==> config.mk <==
export PLATFORM = sky130hd
export DESIGN_NAME = lsu_agu
export DESIGN_NICKNAME = d
export VERILOG_FILES = /design/src/lsu_pkg.sv /design/src/lsu_agu.sv
export VERILOG_INCLUDE_DIRS = /design/src /design/src/include
export SDC_FILE = /design/constraint.sdc
export NUM_CORES = 1
export LEC_CHECK = 0
export BUFFER_PORTS_ARGS = -buffer_cell sky130_fd_sc_hd__buf_4
export CORE_MARGIN = 2
export CORE_UTILIZATION = 40
export CTS_CLUSTER_SIZE = 28
export DETAILED_ROUTE_END_ITERATION = 6
export PLACE_DENSITY = 0.84
export SYNTH_ARGS = -nofsm -noshare
export SYNTH_HDL_FRONTEND = slang
export SYNTH_SLANG_ARGS = --single-unit
==> constraint.sdc <==
create_clock -name i_clk -period 1.6 [get_ports i_clk]
set_input_delay 0.16 -clock i_clk [delete_from_list [all_inputs] [get_ports i_clk]]
set_output_delay 0.16 -clock i_clk [all_outputs]
set_load 0.03 [all_outputs]
==> src/include/lsu_defines.svh <==
`ifndef LSU_DEFINES_SVH
`define LSU_DEFINES_SVH

// ------------------------------------------------------------------------
// Datapath widths
// ------------------------------------------------------------------------
`define LSU_XLEN      32
`define LSU_ADDR_W    10   // Byte address into the data array
`define LSU_TAG_W     4
`define LSU_REG_W     5

// 256 words of 32 bits covers the whole 10-bit byte address space
`define LSU_DC_WORDS  256

// ------------------------------------------------------------------------
// RV32 major opcodes, inst[6:0]
// ------------------------------------------------------------------------
`define LSU_OPC_LOAD  7'b0000011
`define LSU_OPC_STORE 7'b0100011

`endif

==> src/lsu_pkg.sv <==
package lsu_pkg;

  // ------------------------------------------------------------------------
  // Decoded operation
  // ------------------------------------------------------------------------
  typedef enum logic [1:0] {
    OP_NONE  = 2'd0,
    OP_LOAD  = 2'd1,
    OP_STORE = 2'd2
  } lsu_op_e;

  // Encoding follows funct3[1:0] of the RV32 load/store group
  typedef enum logic [1:0] {
    SIZE_B = 2'd0,
    SIZE_H = 2'd1,
    SIZE_W = 2'd2
  } lsu_size_e;

  typedef enum logic {
    SIGN_S = 1'b0,
    SIGN_U = 1'b1   // LBU, LHU
  } lsu_sign_e;

  // ------------------------------------------------------------------------
  // Completion status
  // ------------------------------------------------------------------------
  typedef enum logic [1:0] {
    EXC_NONE        = 2'd0,
    EXC_LD_MISALIGN = 2'd1,
    EXC_ST_MISALIGN = 2'd2,
    EXC_ILLEGAL     = 2'd3
  } lsu_except_e;

endpackage

==> src/lsu_agu.sv <==
`timescale 1ns/10ps
`include "lsu_defines.svh"

module lsu_agu
  import lsu_pkg::*;
(
  input  logic                     i_clk,
  input  logic                     i_reset_n,
  input  logic [`LSU_XLEN-1:0]     i_ex1_rs1,
  input  logic [`LSU_XLEN-1:0]     i_ex1_imm,
  input  logic [`LSU_XLEN-1:0]     i_ex1_rs2,
  input  lsu_size_e                i_ex1_size,
  output logic [`LSU_ADDR_W-1:0]   o_ex1_addr,
  output logic                     o_ex1_misalign,
  output logic [`LSU_ADDR_W-1:0]   o_ex2_addr,
  output logic [`LSU_XLEN-1:0]     o_ex2_st_data,
  output logic [`LSU_XLEN/8-1:0]   o_ex2_st_mask
);

  logic [`LSU_XLEN/8-1:0] w_ex1_mask;

  // Upper sum bits fall outside the array, so only the low bits are added
  assign o_ex1_addr = i_ex1_rs1[`LSU_ADDR_W-1:0] + i_ex1_imm[`LSU_ADDR_W-1:0];

  assign o_ex1_misalign = (i_ex1_size == SIZE_H) ? o_ex1_addr[0] :
                          (i_ex1_size == SIZE_W) ? (o_ex1_addr[1:0] != 2'b00) :
                          1'b0;

  always_comb begin
    case (i_ex1_size)
      SIZE_H:  w_ex1_mask = 4'b0011;
      SIZE_W:  w_ex1_mask = 4'b1111;
      default: w_ex1_mask = 4'b0001;
    endcase
  end

  // ------------------------------------------------------------------------
  // EX2 registers, store operand moved to its byte lane
  // ------------------------------------------------------------------------
  always_ff @(posedge i_clk, negedge i_reset_n) begin
    if (!i_reset_n) begin
      o_ex2_addr    <= '0;
      o_ex2_st_data <= '0;
      o_ex2_st_mask <= '0;
    end else begin
      o_ex2_addr    <= o_ex1_addr;
      o_ex2_st_data <= i_ex1_rs2 << {o_ex1_addr[1:0], 3'b000};
      o_ex2_st_mask <= w_ex1_mask << o_ex1_addr[1:0];
    end
  end

endmodule

; Yosys cells after proc, flatten, opt, wreduce, memory -nomap -nowiden
; Index checks and enable logic that the tools add are counted.
[word_totals]
mem_count = 0
elab_cells = 12
rom_bits = 0
reg_bits = 46
latchBits = 0
inputBits = 100
output_inout_bits = 57
ramBits = 0
[classes]
mul = 0
order_cmp = 0
bitwise = 0
n_eq_ne = 2
n_shift = 2
n_addsub = 1
div_mod_pow = 0
mux = 3
n_reduce_logical = 1
[ops]
columns = operator, n
row1 = << shifter 32 x 5 -> 32 bit, 1
row2 = adder 10 bit, 1
row3 = one-hot mux 4 bit (2 select lines), 1
row4 = << shifter 4 x 2 -> 4 bit, 1
row5 = == test 2 x 1 -> 1 bit (second input constant), 1
row6 = == test 2 bit (second input constant), 1
row7 = two-way mux 1 bit, 2
row8 = nonzero test 2 bit, 1

; Logic depth before layout (Yosys ltp)
[logic_depth]
ltp_word = 4
mapped_depth = 7
ltp_nobuf = 7

; Worst setup path after synthesis
; No wires, ideal clock.
[synth_timing]
kind = input to register
start = input port i_ex1_rs1[0]
end = register o_ex2_addr[8]
required_time_ns = 1.411
arrival_time_ns = 1.719
path_buffers = 0
path_slack_ns = -0.308
setup_ns = 0.189
stages = 7
cell_sequence = ha_1 inv_1 fa_1 nand2b_1 a21oi_1 a221oi_2 xnor2_1
[synth_between]
elab_chain_len = 1
[synth_lines]
columns = element, line
row1 = "start, declared", lsu_agu.sv:9  ; input logic [`LSU_XLEN-1:0] i_ex1_rs1,
row2 = adder 10 bit, lsu_agu.sv:23  ; assign o_ex1_addr = i_ex1_rs1[`LSU_ADDR_W-1:0] + i_ex1_imm[`LSU_ADDR_W-1:0];
row3 = named net o_ex1_addr[8], lsu_agu.sv:13  ; output logic [`LSU_ADDR_W-1:0] o_ex1_addr,
row4 = "end signal, assigned", lsu_agu.sv:46  ; o_ex2_addr <= o_ex1_addr;
row5 = "end, declared", lsu_agu.sv:15  ; output logic [`LSU_ADDR_W-1:0] o_ex2_addr,
; The timed path passes the listed nets, and every way through them passes these cells.

; Worst setup path in the final report
[layout_timing]
start = input port i_ex1_rs1[5]
end = output port o_ex1_addr[8]
[layout_between]
elab_chain_len = 1
[layout_lines]
columns = element, line
row1 = adder 10 bit, lsu_agu.sv:23
row2 = "end, declared", lsu_agu.sv:13
; Every way passes these cells.

==> flow_metrics.tcl <==
set metrics [dict create \
    arrival_ns 1.55 \
    final_common_cell "buf_4" \
    fp.dieArea_sq_um 5927 \
    clk_pin_slew_ns 0.08 \
    slew_headroom_pct 58.45 \
    grt_overflow 0 \
    nNetsFinal 448 \
    core_sq_um 5140 \
    die_w_um 76.99 \
    min_period_over_period_pct 107.0 \
    syn_inst 192 \
    io_buffers 112 \
    critPathMaxFanout 2 \
    timing.setup.tns_ns -0.2815 \
    syn_nets 305 \
    grtUsageTotal_pct 20.27 \
    drc 0 \
    wirelength_um 6129 \
    initial_core_util_pct 41.46 \
    syn_area_sq_um 2131 \
    rsz0062_at_grt "true" \
    dp_hpwl_um 4176 \
    ant_nets 0 \
    drive_gt1_share_pct 52.68 \
    cp_common_cell "a21o_1" \
    clock-sinks 46 \
    critPathLaunchType "input pin" \
    yosys_register_bits 46 \
    grt_start_max_net_pins 47 \
    cellLeakagePower_nw 1.819 \
    vias 1966 \
    grt_pass1_vias 2096 \
    outcome "complete, but fails checks" \
    fp.dieH_um 76.99 \
    synth_seq_area_share_pct 54.02 \
    hold_violations 0 \
    synth.avg_cell_area_sq_um 11.10 \
    cp.required_ns 1.44 \
    instances_no_fill 406 \
    first_pass_iters 4 \
    antenna_found_initial 0 \
    place_inst 390 \
    setup_viol 4 \
    setup_ws_ns -0.1118 \
    final_util_pct 71.15 \
    critPathSlowestCell "a221oi_4" \
    tightest_slew_ns 0.6210 \
    cap_violations 0 \
    num-fill-cells 372 \
    cts_buffer_depth 2 \
    grt_pass1_wl_um 9501 \
    htree_levels 2 \
    drv_slew 0 \
    drt_iter0_markers 75 \
    vdd_drop_max_v 0.0005047 \
    dp_slack_ns -0.2902 \
    worstSetupPathType "input pin to output port" \
    root_buffer "clkbuf_8" \
    crit_chain "buf_4 -> ha_4 -> a21o_1 -> a21o_1 -> a221oi_4 -> xnor2_2 -> buf_6" \
    ioPinCount 157 \
    cpPeakStageDelay_ns 0.33 \
    cts_inserted_buffers 5 \
    period_minus_slack_ns 1.712 \
    max_freq_mhz 584.2 \
    wire_per_inst_um 15.10 \
    layout_common_cells "128 x buf_4, 46 x dfrtp_1, 16 x nor2_1, 16 x mux2i_1, 13 x buf_6" \
    power_mw 4.001 \
    area_growth_pct 71.64 \
    hold_class "input pin to flip-flop" \
    vias_per_cell 4.842 \
    cp-end-kind "output port" \
    num_rows 26 \
    violations "setup timing" \
    cts_tree "done" \
    antenna_cells 0 \
    synth_cell_types 28 \
    gp_congestion 0.7458 \
    cellPowerDensity_nw_per_um2 1094 \
    yosys_warnings 0 \
]
-- power by group --
group / internal, mW / leakage [nW] / switching [mW] / total [mW]
sequential: 1.34 / 0.567 / 0.0511 / 1.39
combinational: 0.761 / 1.20 / 1.00 / 1.76
clock: 0.466 / 0.0514 / 0.383 / 0.849
total: 2.57 / 1.82 / 1.43 / 4.00
-- registers in the layout (all words and copies together) (netlist names) --
name,flops
o_ex2_addr,10
o_ex2_st_mask,4
o_ex2_st_data,32
-- cells by family after synthesis --
family,share of synthesized area (%)
simple gates,12.33
flops,54.02
mux,7.516
buf+inv,2.936
xor+xnor,3.700
compound gates,11.51
fa+ha+maj,7.986
-- final cells by class --
| type | count | area (sq um) | area share [%] |
|---|---|---|---|
| multi-input combinational | 131 | 1145 | 31.30 |
| sequential | 46 | 1151 | 31.47 |
| clock inverter | 2 | 37.54 | 1.026 |
| tap | 70 | 87.58 | 2.395 |
| inverter | 8 | 31.28 | 0.8553 |
| clock buffer | 6 | 72.57 | 1.984 |
| timing repair buffer | 143 | 1132 | 30.96 |
-- through the flow --
step | area [sq um] | hold WS [ns]
floorplan | 2180 | -0.1356
global placement | 3247 | 0.1902
detailed placement | 3247 | 0.1937
CTS | 3552 | 0.07741
global route | 3657 | 0.08560
finish | 3657 | 0.08310
-- synthesized netlist by cell type (all sizes together) --
cell     n  area, sq um
fa       1        20.02
a211oi   8        60.06
dfrtp   46         1151
mux2i   16        160.2
ha      12        150.1
nor2b    8        50.05
o21ai   10        50.05
clkbuf   3        11.26
nor2    18        67.56
nand2b   2        12.51
a21oi   12        60.06
buf      4        21.27
clkinv   1        3.750
a221oi   1        15.01
inv      7        26.28
a21o     2        15.01
nand3    5        25.02
xnor2    7        61.31
xor2     2        17.52
o221ai   1        8.760
o211ai   2        15.01
nand2   10        37.54
and2    10        62.56
nand3b   1        7.510
o22a     1        8.760
a31oi    2        12.51
-- critical path, delay by kind of cell --
kind / cells / cell delay, ns
buf+inv: 2 / 0.28
compound gates: 3 / 0.73
xor+xnor: 1 / 0.16
fa+ha+maj: 1 / 0.22
-- routing by layer --
metal / part of all wire, % / vias up / global-route usage (%)
met5: 0 / - / 0
met4: 2.3 / 0 / 6.964
met3: 6.4 / 14 / 4.235
met2: 55 / 82 / 39.74
met1: 36 / 930 / 21.12
li1: - / 940 / -
-- final timing paths --
| check | start | endpoint | slack (ns) | cells after the start |
|---|---|---|---|---|
| min | i_ex1_rs2[1] | o_ex2_st_data[17] | 0.08 | 3 |
| min in group asynchronous | i_reset_n | o_ex2_st_data[12] | 0.40 | 2 |
| max in group asynchronous | i_reset_n | o_ex2_st_data[8] | 0.82 | 2 |
| max | i_ex1_rs1[5] | o_ex1_addr[8] | -0.11 | 7 |
-- timing repair --
action                                  CTS  global route
buffers inserted                          3             4
hold buffers                              1             0
gates cloned                              0             0
pin swaps                                13            13
endpoints found under the setup margin    8             8
resized for setup                        27            12
hold endpoints to repair                 46             0
(Power assumes the default switching activity.)
