==> config.mk <==
export PLATFORM = sky130hd
export DESIGN_NAME = lsu_load_align
export DESIGN_NICKNAME = d
export VERILOG_FILES = /design/src/lsu_pkg.sv /design/src/lsu_load_align.sv
export VERILOG_INCLUDE_DIRS = /design/src /design/src/include
export SDC_FILE = /design/constraint.sdc
export NUM_CORES = 1
export LEC_CHECK = 0
export ABC_AREA = 0
export BUFFER_PORTS_ARGS = -buffer_cell sky130_fd_sc_hd__buf_2
export CORE_UTILIZATION = 30
export DETAILED_ROUTE_END_ITERATION = 6
export GPL_ROUTABILITY_DRIVEN = 0
export PLACE_DENSITY = 0.57
export SKIP_LAST_GASP = 1
export SYNTH_ARGS = -nofsm -noshare
export SYNTH_HDL_FRONTEND = slang
export SYNTH_SLANG_ARGS = --single-unit
==> constraint.sdc <==
create_clock -name i_clk -period 0.8 [get_ports i_clk]
set_input_delay 0.04 -clock i_clk [delete_from_list [all_inputs] [get_ports i_clk]]
set_output_delay 0.04 -clock i_clk [all_outputs]
set_load 0.05 [all_outputs]
==> src/include/lsu_defines.svh <==
`ifndef LSU_DEFINES_SVH
`define LSU_DEFINES_SVH

// ------------------------------------------------------------------------
// Datapath widths
// ------------------------------------------------------------------------
`define LSU_XLEN      32
`define LSU_ADDR_W    10   // Byte address into the data array
`define LSU_TAG_W     4
`define LSU_REG_W     5

// 256 words of 32 bits covers the whole 10-bit byte address space
`define LSU_DC_WORDS  256

// ------------------------------------------------------------------------
// RV32 major opcodes, inst[6:0]
// ------------------------------------------------------------------------
`define LSU_OPC_LOAD  7'b0000011
`define LSU_OPC_STORE 7'b0100011

`endif

==> src/lsu_pkg.sv <==
package lsu_pkg;

  // ------------------------------------------------------------------------
  // Decoded operation
  // ------------------------------------------------------------------------
  typedef enum logic [1:0] {
    OP_NONE  = 2'd0,
    OP_LOAD  = 2'd1,
    OP_STORE = 2'd2
  } lsu_op_e;

  // Encoding follows funct3[1:0] of the RV32 load/store group
  typedef enum logic [1:0] {
    SIZE_B = 2'd0,
    SIZE_H = 2'd1,
    SIZE_W = 2'd2
  } lsu_size_e;

  typedef enum logic {
    SIGN_S = 1'b0,
    SIGN_U = 1'b1   // LBU, LHU
  } lsu_sign_e;

  // ------------------------------------------------------------------------
  // Completion status
  // ------------------------------------------------------------------------
  typedef enum logic [1:0] {
    EXC_NONE        = 2'd0,
    EXC_LD_MISALIGN = 2'd1,
    EXC_ST_MISALIGN = 2'd2,
    EXC_ILLEGAL     = 2'd3
  } lsu_except_e;

endpackage

==> src/lsu_load_align.sv <==
`timescale 1ns/10ps
`include "lsu_defines.svh"

module lsu_load_align
  import lsu_pkg::*;
(
  input  logic                   i_clk,
  input  logic                   i_reset_n,
  input  logic [1:0]             i_ex2_addr,   // Byte offset in word
  input  lsu_size_e              i_ex2_size,
  input  lsu_sign_e              i_ex2_sign,
  input  logic [`LSU_XLEN-1:0]   i_rd_data,
  input  logic                   i_fwd_hit,
  input  logic [`LSU_XLEN-1:0]   i_fwd_data,
  input  logic [`LSU_XLEN/8-1:0] i_fwd_mask,
  output logic [`LSU_XLEN-1:0]   o_ex3_data
);

  logic [`LSU_XLEN-1:0] w_ex2_merged;
  logic [`LSU_XLEN-1:0] w_ex2_shifted;
  logic [`LSU_XLEN-1:0] w_ex2_data;
  logic                 w_ex2_msb;

  // ------------------------------------------------------------------------
  // Byte merge with the previous cycle's store
  // ------------------------------------------------------------------------
  always_comb begin
    for (int b = 0; b < `LSU_XLEN/8; b++) begin
      w_ex2_merged[b*8 +: 8] = (i_fwd_hit && i_fwd_mask[b]) ? i_fwd_data[b*8 +: 8] :
                                                              i_rd_data[b*8 +: 8];
    end
  end

  assign w_ex2_shifted = w_ex2_merged >> {i_ex2_addr, 3'b000};

  // ------------------------------------------------------------------------
  // Size select and extension
  // ------------------------------------------------------------------------
  always_comb begin
    case (i_ex2_size)
      SIZE_B:  w_ex2_msb = w_ex2_shifted[7];
      SIZE_H:  w_ex2_msb = w_ex2_shifted[15];
      default: w_ex2_msb = w_ex2_shifted[31];
    endcase
    if (i_ex2_sign == SIGN_U) begin
      w_ex2_msb = 1'b0;       // LBU, LHU
    end
  end

  always_comb begin
    case (i_ex2_size)
      SIZE_B:  w_ex2_data = {{(`LSU_XLEN-8){w_ex2_msb}}, w_ex2_shifted[7:0]};
      SIZE_H:  w_ex2_data = {{(`LSU_XLEN-16){w_ex2_msb}}, w_ex2_shifted[15:0]};
      default: w_ex2_data = w_ex2_shifted;
    endcase
  end

  always_ff @(posedge i_clk, negedge i_reset_n) begin
    if (!i_reset_n) begin
      o_ex3_data <= '0;
    end else begin
      o_ex3_data <= w_ex2_data;
    end
  end

endmodule

# Yosys cells after proc, flatten, opt, wreduce, memory -nomap -nowiden
# Index checks and enable logic that the tools add are counted.
# classes
eq_ne,1
reduce_logical,5
n_mux,7
shift,1
# op_table
cell,count
one-hot mux 32 bit (2 select lines),1
2-to-1 mux 8 bit,4
>> shifter 32 x 5 -> 32 bit,1
logical AND 1 bit,4
== test 2 x 1 -> 1 bit (second input constant),1
logical NOT 2 bit,1
2-to-1 mux 1 bit,2
# word_totals
out_inout_bits,32
elab_cells,15
input_bits,76
reg_bits,32

# Longest topological paths before layout
# Gate-level depths: netlist of run 1.
# depth
ltp_word,6
mapped_depth,7
mapped_depth_nobuf,4

# Worst setup path after synthesis of run 1
# Ideal clock, no wire load.
# synth_timing
kind,input-to-reg
startpoint,in i_fwd_mask[1]
endpoint,reg o_ex3_data[22]
path_buffers,2
setup_time_ns,0.144
required_ns,0.656
path_stages,6
slack_ns,-0.454
arrival_ns,1.110
cell_sequence,buf_2 a21bo_2 a211oi_2 o31ai_4 buf_4 o211ai_2
# synth_via
elab_chain_len,6
# synth_rtl
item,line,text
"start, declared",lsu_load_align.sv:15,"input logic [`LSU_XLEN/8-1:0] i_fwd_mask,"
logical AND 1 bit (*),lsu_load_align.sv:29,w_ex2_merged[b*8 +: 8] = (i_fwd_hit && i_fwd_mask[b]) ? i_fwd_data[b*8 +: 8] :
2-to-1 mux 8 bit (*),lsu_load_align.sv:29,
>> shifter 32 x 5 -> 32 bit (*),lsu_load_align.sv:34,"assign w_ex2_shifted = w_ex2_merged >> {i_ex2_addr, 3'b000};"
2-to-1 mux 1 bit,--,
2-to-1 mux 1 bit,lsu_load_align.sv:45,if (i_ex2_sign == SIGN_U) begin
one-hot mux 32 bit (2 select lines) (*),lsu_load_align.sv:51,case (i_ex2_size)
named net w_ex2_data[22],lsu_load_align.sv:21,logic [`LSU_XLEN-1:0] w_ex2_data;
"end signal, assigned",lsu_load_align.sv:62,o_ex3_data <= w_ex2_data;
"end, declared",lsu_load_align.sv:16,output logic [`LSU_XLEN-1:0] o_ex3_data
# The timed path passes the listed nets; every way through them passes the cells marked *.

# Worst setup path after layout of run 1
# layout_timing
startpoint,in i_fwd_hit
endpoint,reg o_ex3_data[19]
# layout_via
elab_chain_len,6
word_cells_on_any_way,12
classes_between,1 x shift; 7 x mux; 4 x reduce/logical
# layout_rtl
item,line,text
"start, declared",lsu_load_align.sv:13,"input logic i_fwd_hit,"
logical AND 1 bit,lsu_load_align.sv:29,
2-to-1 mux 8 bit,lsu_load_align.sv:29,
>> shifter 32 x 5 -> 32 bit (*),lsu_load_align.sv:34,
2-to-1 mux 1 bit,--,
2-to-1 mux 1 bit,lsu_load_align.sv:45,
one-hot mux 32 bit (2 select lines) (*),lsu_load_align.sv:51,
named net w_ex2_data[19],lsu_load_align.sv:21,
# Marked as above.

==> results of run 1 <==
==> Yosys cell counts, types with 5 or more instances <==
cell type and instances:
a211o_1 6, mux2i_1 7, o211ai_2 11, inv_1 8, o211ai_1 12, dfrtp_1 32
nand2_1 15, a211oi_1 8, o32a_1 7, buf_4 6, buf_2 6, and3_1 22
and2_0 5, nand3_1 11, clkbuf_1 6, a21oi_1 14, a21bo_1 6, mux4_2 7
o22ai_1 8
==> worst max-delay path, cell delays in order <==
cell and delay [ps]:
buf_16 120, nand2_8 50, a2111o_1 440, nand4_4 180
clkbuf_16 190, o211ai_2 80
==> path summary, 6_finish.rpt <==
check / cells after the start / slack [ps] / end / start
worst min-delay path: 4 / 150 / o_ex3_data[21] / i_rd_data[21]
worst max-delay path: 6 / -140 / o_ex3_data[19] / i_fwd_hit
max in group asynchronous: 3 / 390 / o_ex3_data[22] / i_reset_n
min in group asynchronous: 3 / 240 / o_ex3_data[15] / i_reset_n
==> final cells by class <==
cell class / count / area share
Clock buffer: 8 / 0.0221
Inverter: 10 / 0.00919
Multi-Input combinational cell: 167 / 0.390
Sequential cell: 32 / 0.196
Tap cell: 99 / 0.0303
Timing Repair Buffer: 165 / 0.352
==> power by group <==
part	leakage (nW)	total (mW)	internal, mW	switching (mW)
clock	0.0455	1.29	0.701	0.587
sequential	0.406	1.88	1.79	0.0927
combinational	1.54	2.72	1.24	1.48
==> cell families (layout without fill, tap and decap cells) <==
logic type	count (synthesis)	after routing	synth area share
flip-flops	32	32	0.344
multiplexers	14	14	0.0979
AO/OA/AOI/OAI	83	83	0.306
AND/OR/NAND/NOR	69	70	0.170
buffers and inverters	34	183	0.0823
==> layer usage <==
| metal | track usage | vias to the layer above | share of wire |
|---|---|---|---|
| met5 | 0 | - | 0 |
| met4 | 0.0632 | 0 | 0.017 |
| met3 | 0.0482 | 12 | 0.062 |
| met2 | 0.338 | 113 | 0.49 |
| met1 | 0.275 | 1195 | 0.44 |
| li1 | - | 1195 | - |
==> per-stage QoR <==
step | worst slack (ps) | TNS (ps)
2_1_floorplan | -385 | -10650
3_5_place_dp | -659 | -19100
3_3_place_gp | -673 | -18270
6_report | -142 | -5550
5_1_grt | -163 | -6990
4_1_cts | -164 | -5840
==> repair_timing <==
item | CTS | global route
cloned | 5 | 2
buffers inserted | 4 | 1
hold buffers | 1 | 0
pin swaps | 8 | 29
gates resized for setup | 98 | 38
endpoints found under the hold margin | 32 | 0
setup endpoints to repair | 64 | 64
==> flow_summary.yaml, run 1 <==
status:
  run_status: "finished, violations left"
  violations: "negative setup slack"
synthesis:
  synth_edf_count: 0
  syn-num-nets: 308
  yosys_warnings: 0
  synth.avg_cell_area_um2: 10.0
  ys_seq_area_frac: 0.344
  synthTopCellsByArea: "dfrtp_1, mux4_2, and3_1"
  yosysTopAreaCell: "dfrtp_1"
  synth_area_um2: 2330
  syn_inst: 232
  yosysUniqueCellTypes: 42
  ys_seq_elements: 32
  async_flop_share: 1.00
  ys.flop_type: "dfrtp_1"
  synth_top_area_frac: 0.344
layout:
  reg.largest.list: "o_ex3_data: 32 flops"
  post-route-util: 0.554
  layout.cells.non_filler: 481
  final_common_cell: "buf_2"
  fin_nets: 457
  final_area_um2: 4090
  fillers: 658
  area_growth_pct: 75.6
  largest-register: "o_ex3_data"
  drive_gt1_frac: 0.623
  largest_reg_flops: 32
  multi_input_area_um2: 1590
  final_cell_mix: "buf_2, buf_6, buf_4"
  seqCellArea_um2: 801
  antennaDiodeCount: 0
sta:
  slew_headroom: 0.771
  setup_ws_ps: -142
  maxSlewViolCount: 0
  worst_pin_slew_ps: 338
  rsz0062_at_grt: "yes"
  finalHoldViolCount: 0
  fmax_ghz: 1.06
  fin_crit_sh: 1.18
  setup_viol: 64
  hold_ws_ps: 149
  layout_min_cycle_time_ps: 942
drt:
  viasPerCell: 5.23
  finalWirelength_mm: 8.34
  drc_errors: 0
  vias: 2515
  first_pass_iters: 4
  wl_per_cell_um: 17.3
  first_iter_violations: 126
  ant_nets: 0
worst_setup_path:
  critPathLaunchType: "input pin"
  crit_fanout: 8
  cp.required_ps: 960
  critPathKind: "input pin to flip-flop"
  cp.arrival_ps: 1100
  end_kind: "flip-flop"
power:
  finalPower_mw: 5.89
  p_per_area_nw_per_um2: 1440
  cellLeakagePower_nw: 1.99
  ir_worst_vdd_v: 0.000566
clock_network:
  cts_tree: "built"
  clkTransAtPathRegs_ps: 60
  ctsLongestPathBuffers: 2
  cts_root_buffer: "clkbuf_8"
  cts_max_level: 2
  cts_sinks: 32
  cts_made_buffers: 5
global_route:
  gr-total-overflow: 0
  grt_usage: 0.208
  grt_max_degree: 33
  grt_pass1_vias: 2494
  grt_pass1_wl_mm: 13.0
  antenna_found_initial: 0
die:
  ioPinCount: 108
  dieWidth_um: 90.1
  die_area_um2: 8110
  start_util: 0.316
  die_h_um: 90.1
  placementRows: 31
  design.core.area_um2: 7370
min_path:
  hold_path_class: "input pin to flip-flop"
placement:
  place_area_um2: 3330
  portBuffers: 107
  place_hpwl_mm: 6.20
  dp_cells: 461
job:
  max-cap-violations: 0
(Power assumes the default switching activity.)
==> run 2: changes to the inputs <==
--- a/config.mk
+++ b/config.mk
@@ -8,10 +8,10 @@
 export LEC_CHECK = 0
 export ABC_AREA = 0
 export BUFFER_PORTS_ARGS = -buffer_cell sky130_fd_sc_hd__buf_2
-export CORE_UTILIZATION = 30
+export CORE_UTILIZATION = 47
 export DETAILED_ROUTE_END_ITERATION = 6
 export GPL_ROUTABILITY_DRIVEN = 0
-export PLACE_DENSITY = 0.57
+export PLACE_DENSITY = 0.81
 export SKIP_LAST_GASP = 1
 export SYNTH_ARGS = -nofsm -noshare
 export SYNTH_HDL_FRONTEND = slang
==> constraint.sdc (replaced) <==
create_clock -name i_clk -period 0.8 [get_ports i_clk]
set_input_delay 0.08 -clock i_clk [delete_from_list [all_inputs] [get_ports i_clk]]
set_output_delay 0.08 -clock i_clk [all_outputs]
set_load 0.05 [all_outputs]
==> run 2 against run 1 <==
The run still ends with negative setup slack left. Non-clock buffer count shrank 5. Core utilization rose by 29 points. Maximum frequency is 11% lower. Cell count fell by 7.9%. Final area shrank 1.9%. Die area decreased by 35%. Routed wire length increased by 10%.
==> flow_summary.yaml, run 2 (same netlist as run 1, synthesis figures left out) <==
status:
  run_status: "finished, violations left"
  violations: "negative setup slack"
worst_setup_path:
  cp.required_ps: 970
  cp.arrival_ps: 1240
  critPathLaunchType: "input pin"
  worstPathCellList: "buf_16, buf_12, buf_4, and3_4, a21oi_1, o32a_1, o22ai_1"
  slowest_delay_ps: 250
  critPathKind: "input pin to flip-flop"
  crit_fanout: 6
  cpMaxStageDelayCell: "a21oi_1"
  end_kind: "flip-flop"
layout:
  post-route-util: 0.843
  fin_nets: 451
  final_area_um2: 4010
  area_growth_pct: 72.2
  reg.largest.list: "o_ex3_data: 32 flops"
  layout.cells.non_filler: 443
  antennaDiodeCount: 0
  fillers: 239
  largest_reg_flops: 32
  largest-register: "o_ex3_data"
  final_cell_mix: "buf_2, buf_6, buf_4"
  final_common_cell: "buf_2"
  drive_gt1_frac: 0.593
clock_network:
  ctsLongestPathBuffers: 2
  cts_tree: "built"
  cts_sinks: 32
  cts_made_buffers: 5
  clkTransAtPathRegs_ps: 80
  cts_max_level: 2
  cts_root_buffer: "clkbuf_8"
sta:
  slew_headroom: 0.716
  maxSlewViolCount: 0
  finalSetupTns_ps: -8860
  rsz0062_at_grt: "yes"
  setup_viol: 64
  finalHoldViolCount: 0
  hold_ws_ps: 257
  worst_pin_slew_ps: 421
  layout_min_cycle_time_ps: 1060
  fin_crit_sh: 1.33
  setup_ws_ps: -263
  fmax_ghz: 0.941
power:
  ir_worst_vdd_v: 0.000849
  seq_power_share: 0.298
  finalPower_mw: 6.28
  cellLeakagePower_nw: 1.98
  power_frac_comb: 0.434
  p_per_area_nw_per_um2: 1570
  swShare: 0.347
  p_int_mw: 4.10
  pwr-share-clk: 0.268
  net-switching-power_mw: 2.18
min_path:
  min_to: "o_ex3_data[19]"
  min_from: "i_rd_data[19]"
  whs_path_depth: 4
  hold_path_class: "input pin to flip-flop"
drt:
  vias: 2828
  ant_nets: 0
  drc_errors: 0
  first_iter_violations: 390
  finalWirelength_mm: 9.20
  wl_per_cell_um: 20.8
  first_pass_iters: 6
  viasPerCell: 6.38
global_route:
  grt_max_degree: 33
  grt_pass1_wl_mm: 12.5
  antenna_found_initial: 0
  grt_usage: 0.320
  grt_pass1_vias: 2500
  gr-total-overflow: 0
placement:
  place_area_um2: 3210
  dp_cells: 419
  pre_cts_ws_ps: -771
  portBuffers: 107
  place_hpwl_mm: 5.72
job:
  max-cap-violations: 0
die:
  ioPinCount: 108
  dieWidth_um: 72.4
  start_util: 0.489
  die_area_um2: 5230
  design.core.area_um2: 4750
  die_h_um: 72.4
  placementRows: 25
## run 2: changes by cell type in the layout (fill, tap and decap cells not counted), moves of 2 or more
cell	previous run	this run
a211oi_1	4	8
a211oi_2	4	0
and2_0	0	4
and2_4	4	1
buf_4	39	35
buf_6	40	37
clkbuf_1	2	0
clkbuf_16	1	4
nand2_4	2	0
nand3_1	4	7
nand3_2	5	3
## run 2: layout make-up
class                           count  area (um^2)  share of cell area
Clock buffer                        7         96.3              0.0240
Clock inverter                      1         30.0             0.00750
Inverter                           10         37.5             0.00937
Multi-Input combinational cell    166         1510               0.378
Sequential cell                    32          801               0.200
Tap cell                           67         83.8              0.0209
Timing Repair Buffer              160         1450               0.361
## run 2: power by group through the flow
stage | clock [mW] | sequential, mW | combinational (mW)
after global placement | 0 | 1.86 | 2.08
after CTS | 1.69 | 1.87 | 2.48
final | 1.68 | 1.87 | 2.73
after floorplan | 0 | 2.47 | 0.803
after global routing | 1.76 | 1.88 | 2.82
after detailed placement | 0 | 1.86 | 2.11
## run 2: worst max-delay path: cells and delay by family
kind            cells  cell delay, ps
simple gates        1             160
compound gates      3             610
buf+inv             3             380
## run 2: what timing repair did
item,in CTS,in global routing
hold buffers,1,0
gates resized for setup,100,18
pin swaps,18,20
cloned,3,4
buffers inserted,4,4
endpoints found under the setup margin,64,64
endpoints found under the hold margin,32,0
## run 2: worst max-delay path by stage
stage             startpoint             end  slack, ps  cells past startpoint
3_5_place_dp       i_fwd_hit  o_ex3_data[14]       -770                      6
4_1_cts            i_fwd_hit   o_ex3_data[6]       -200                      6
6_report           i_fwd_hit  o_ex3_data[12]       -260                      7
3_3_place_gp       i_fwd_hit  o_ex3_data[10]       -700                      6
5_1_grt        i_fwd_mask[1]   o_ex3_data[8]       -280                      6
2_1_floorplan  i_ex2_addr[1]  o_ex3_data[22]       -430                      7
## run 2: metal layers
layer	wire, um	track usage	vias to the layer above
met5	0	0	-
met4	446	0.159	0
met3	954	0.0514	63
met2	4480	0.534	277
met1	3310	0.403	1302
li1	-	-	1186
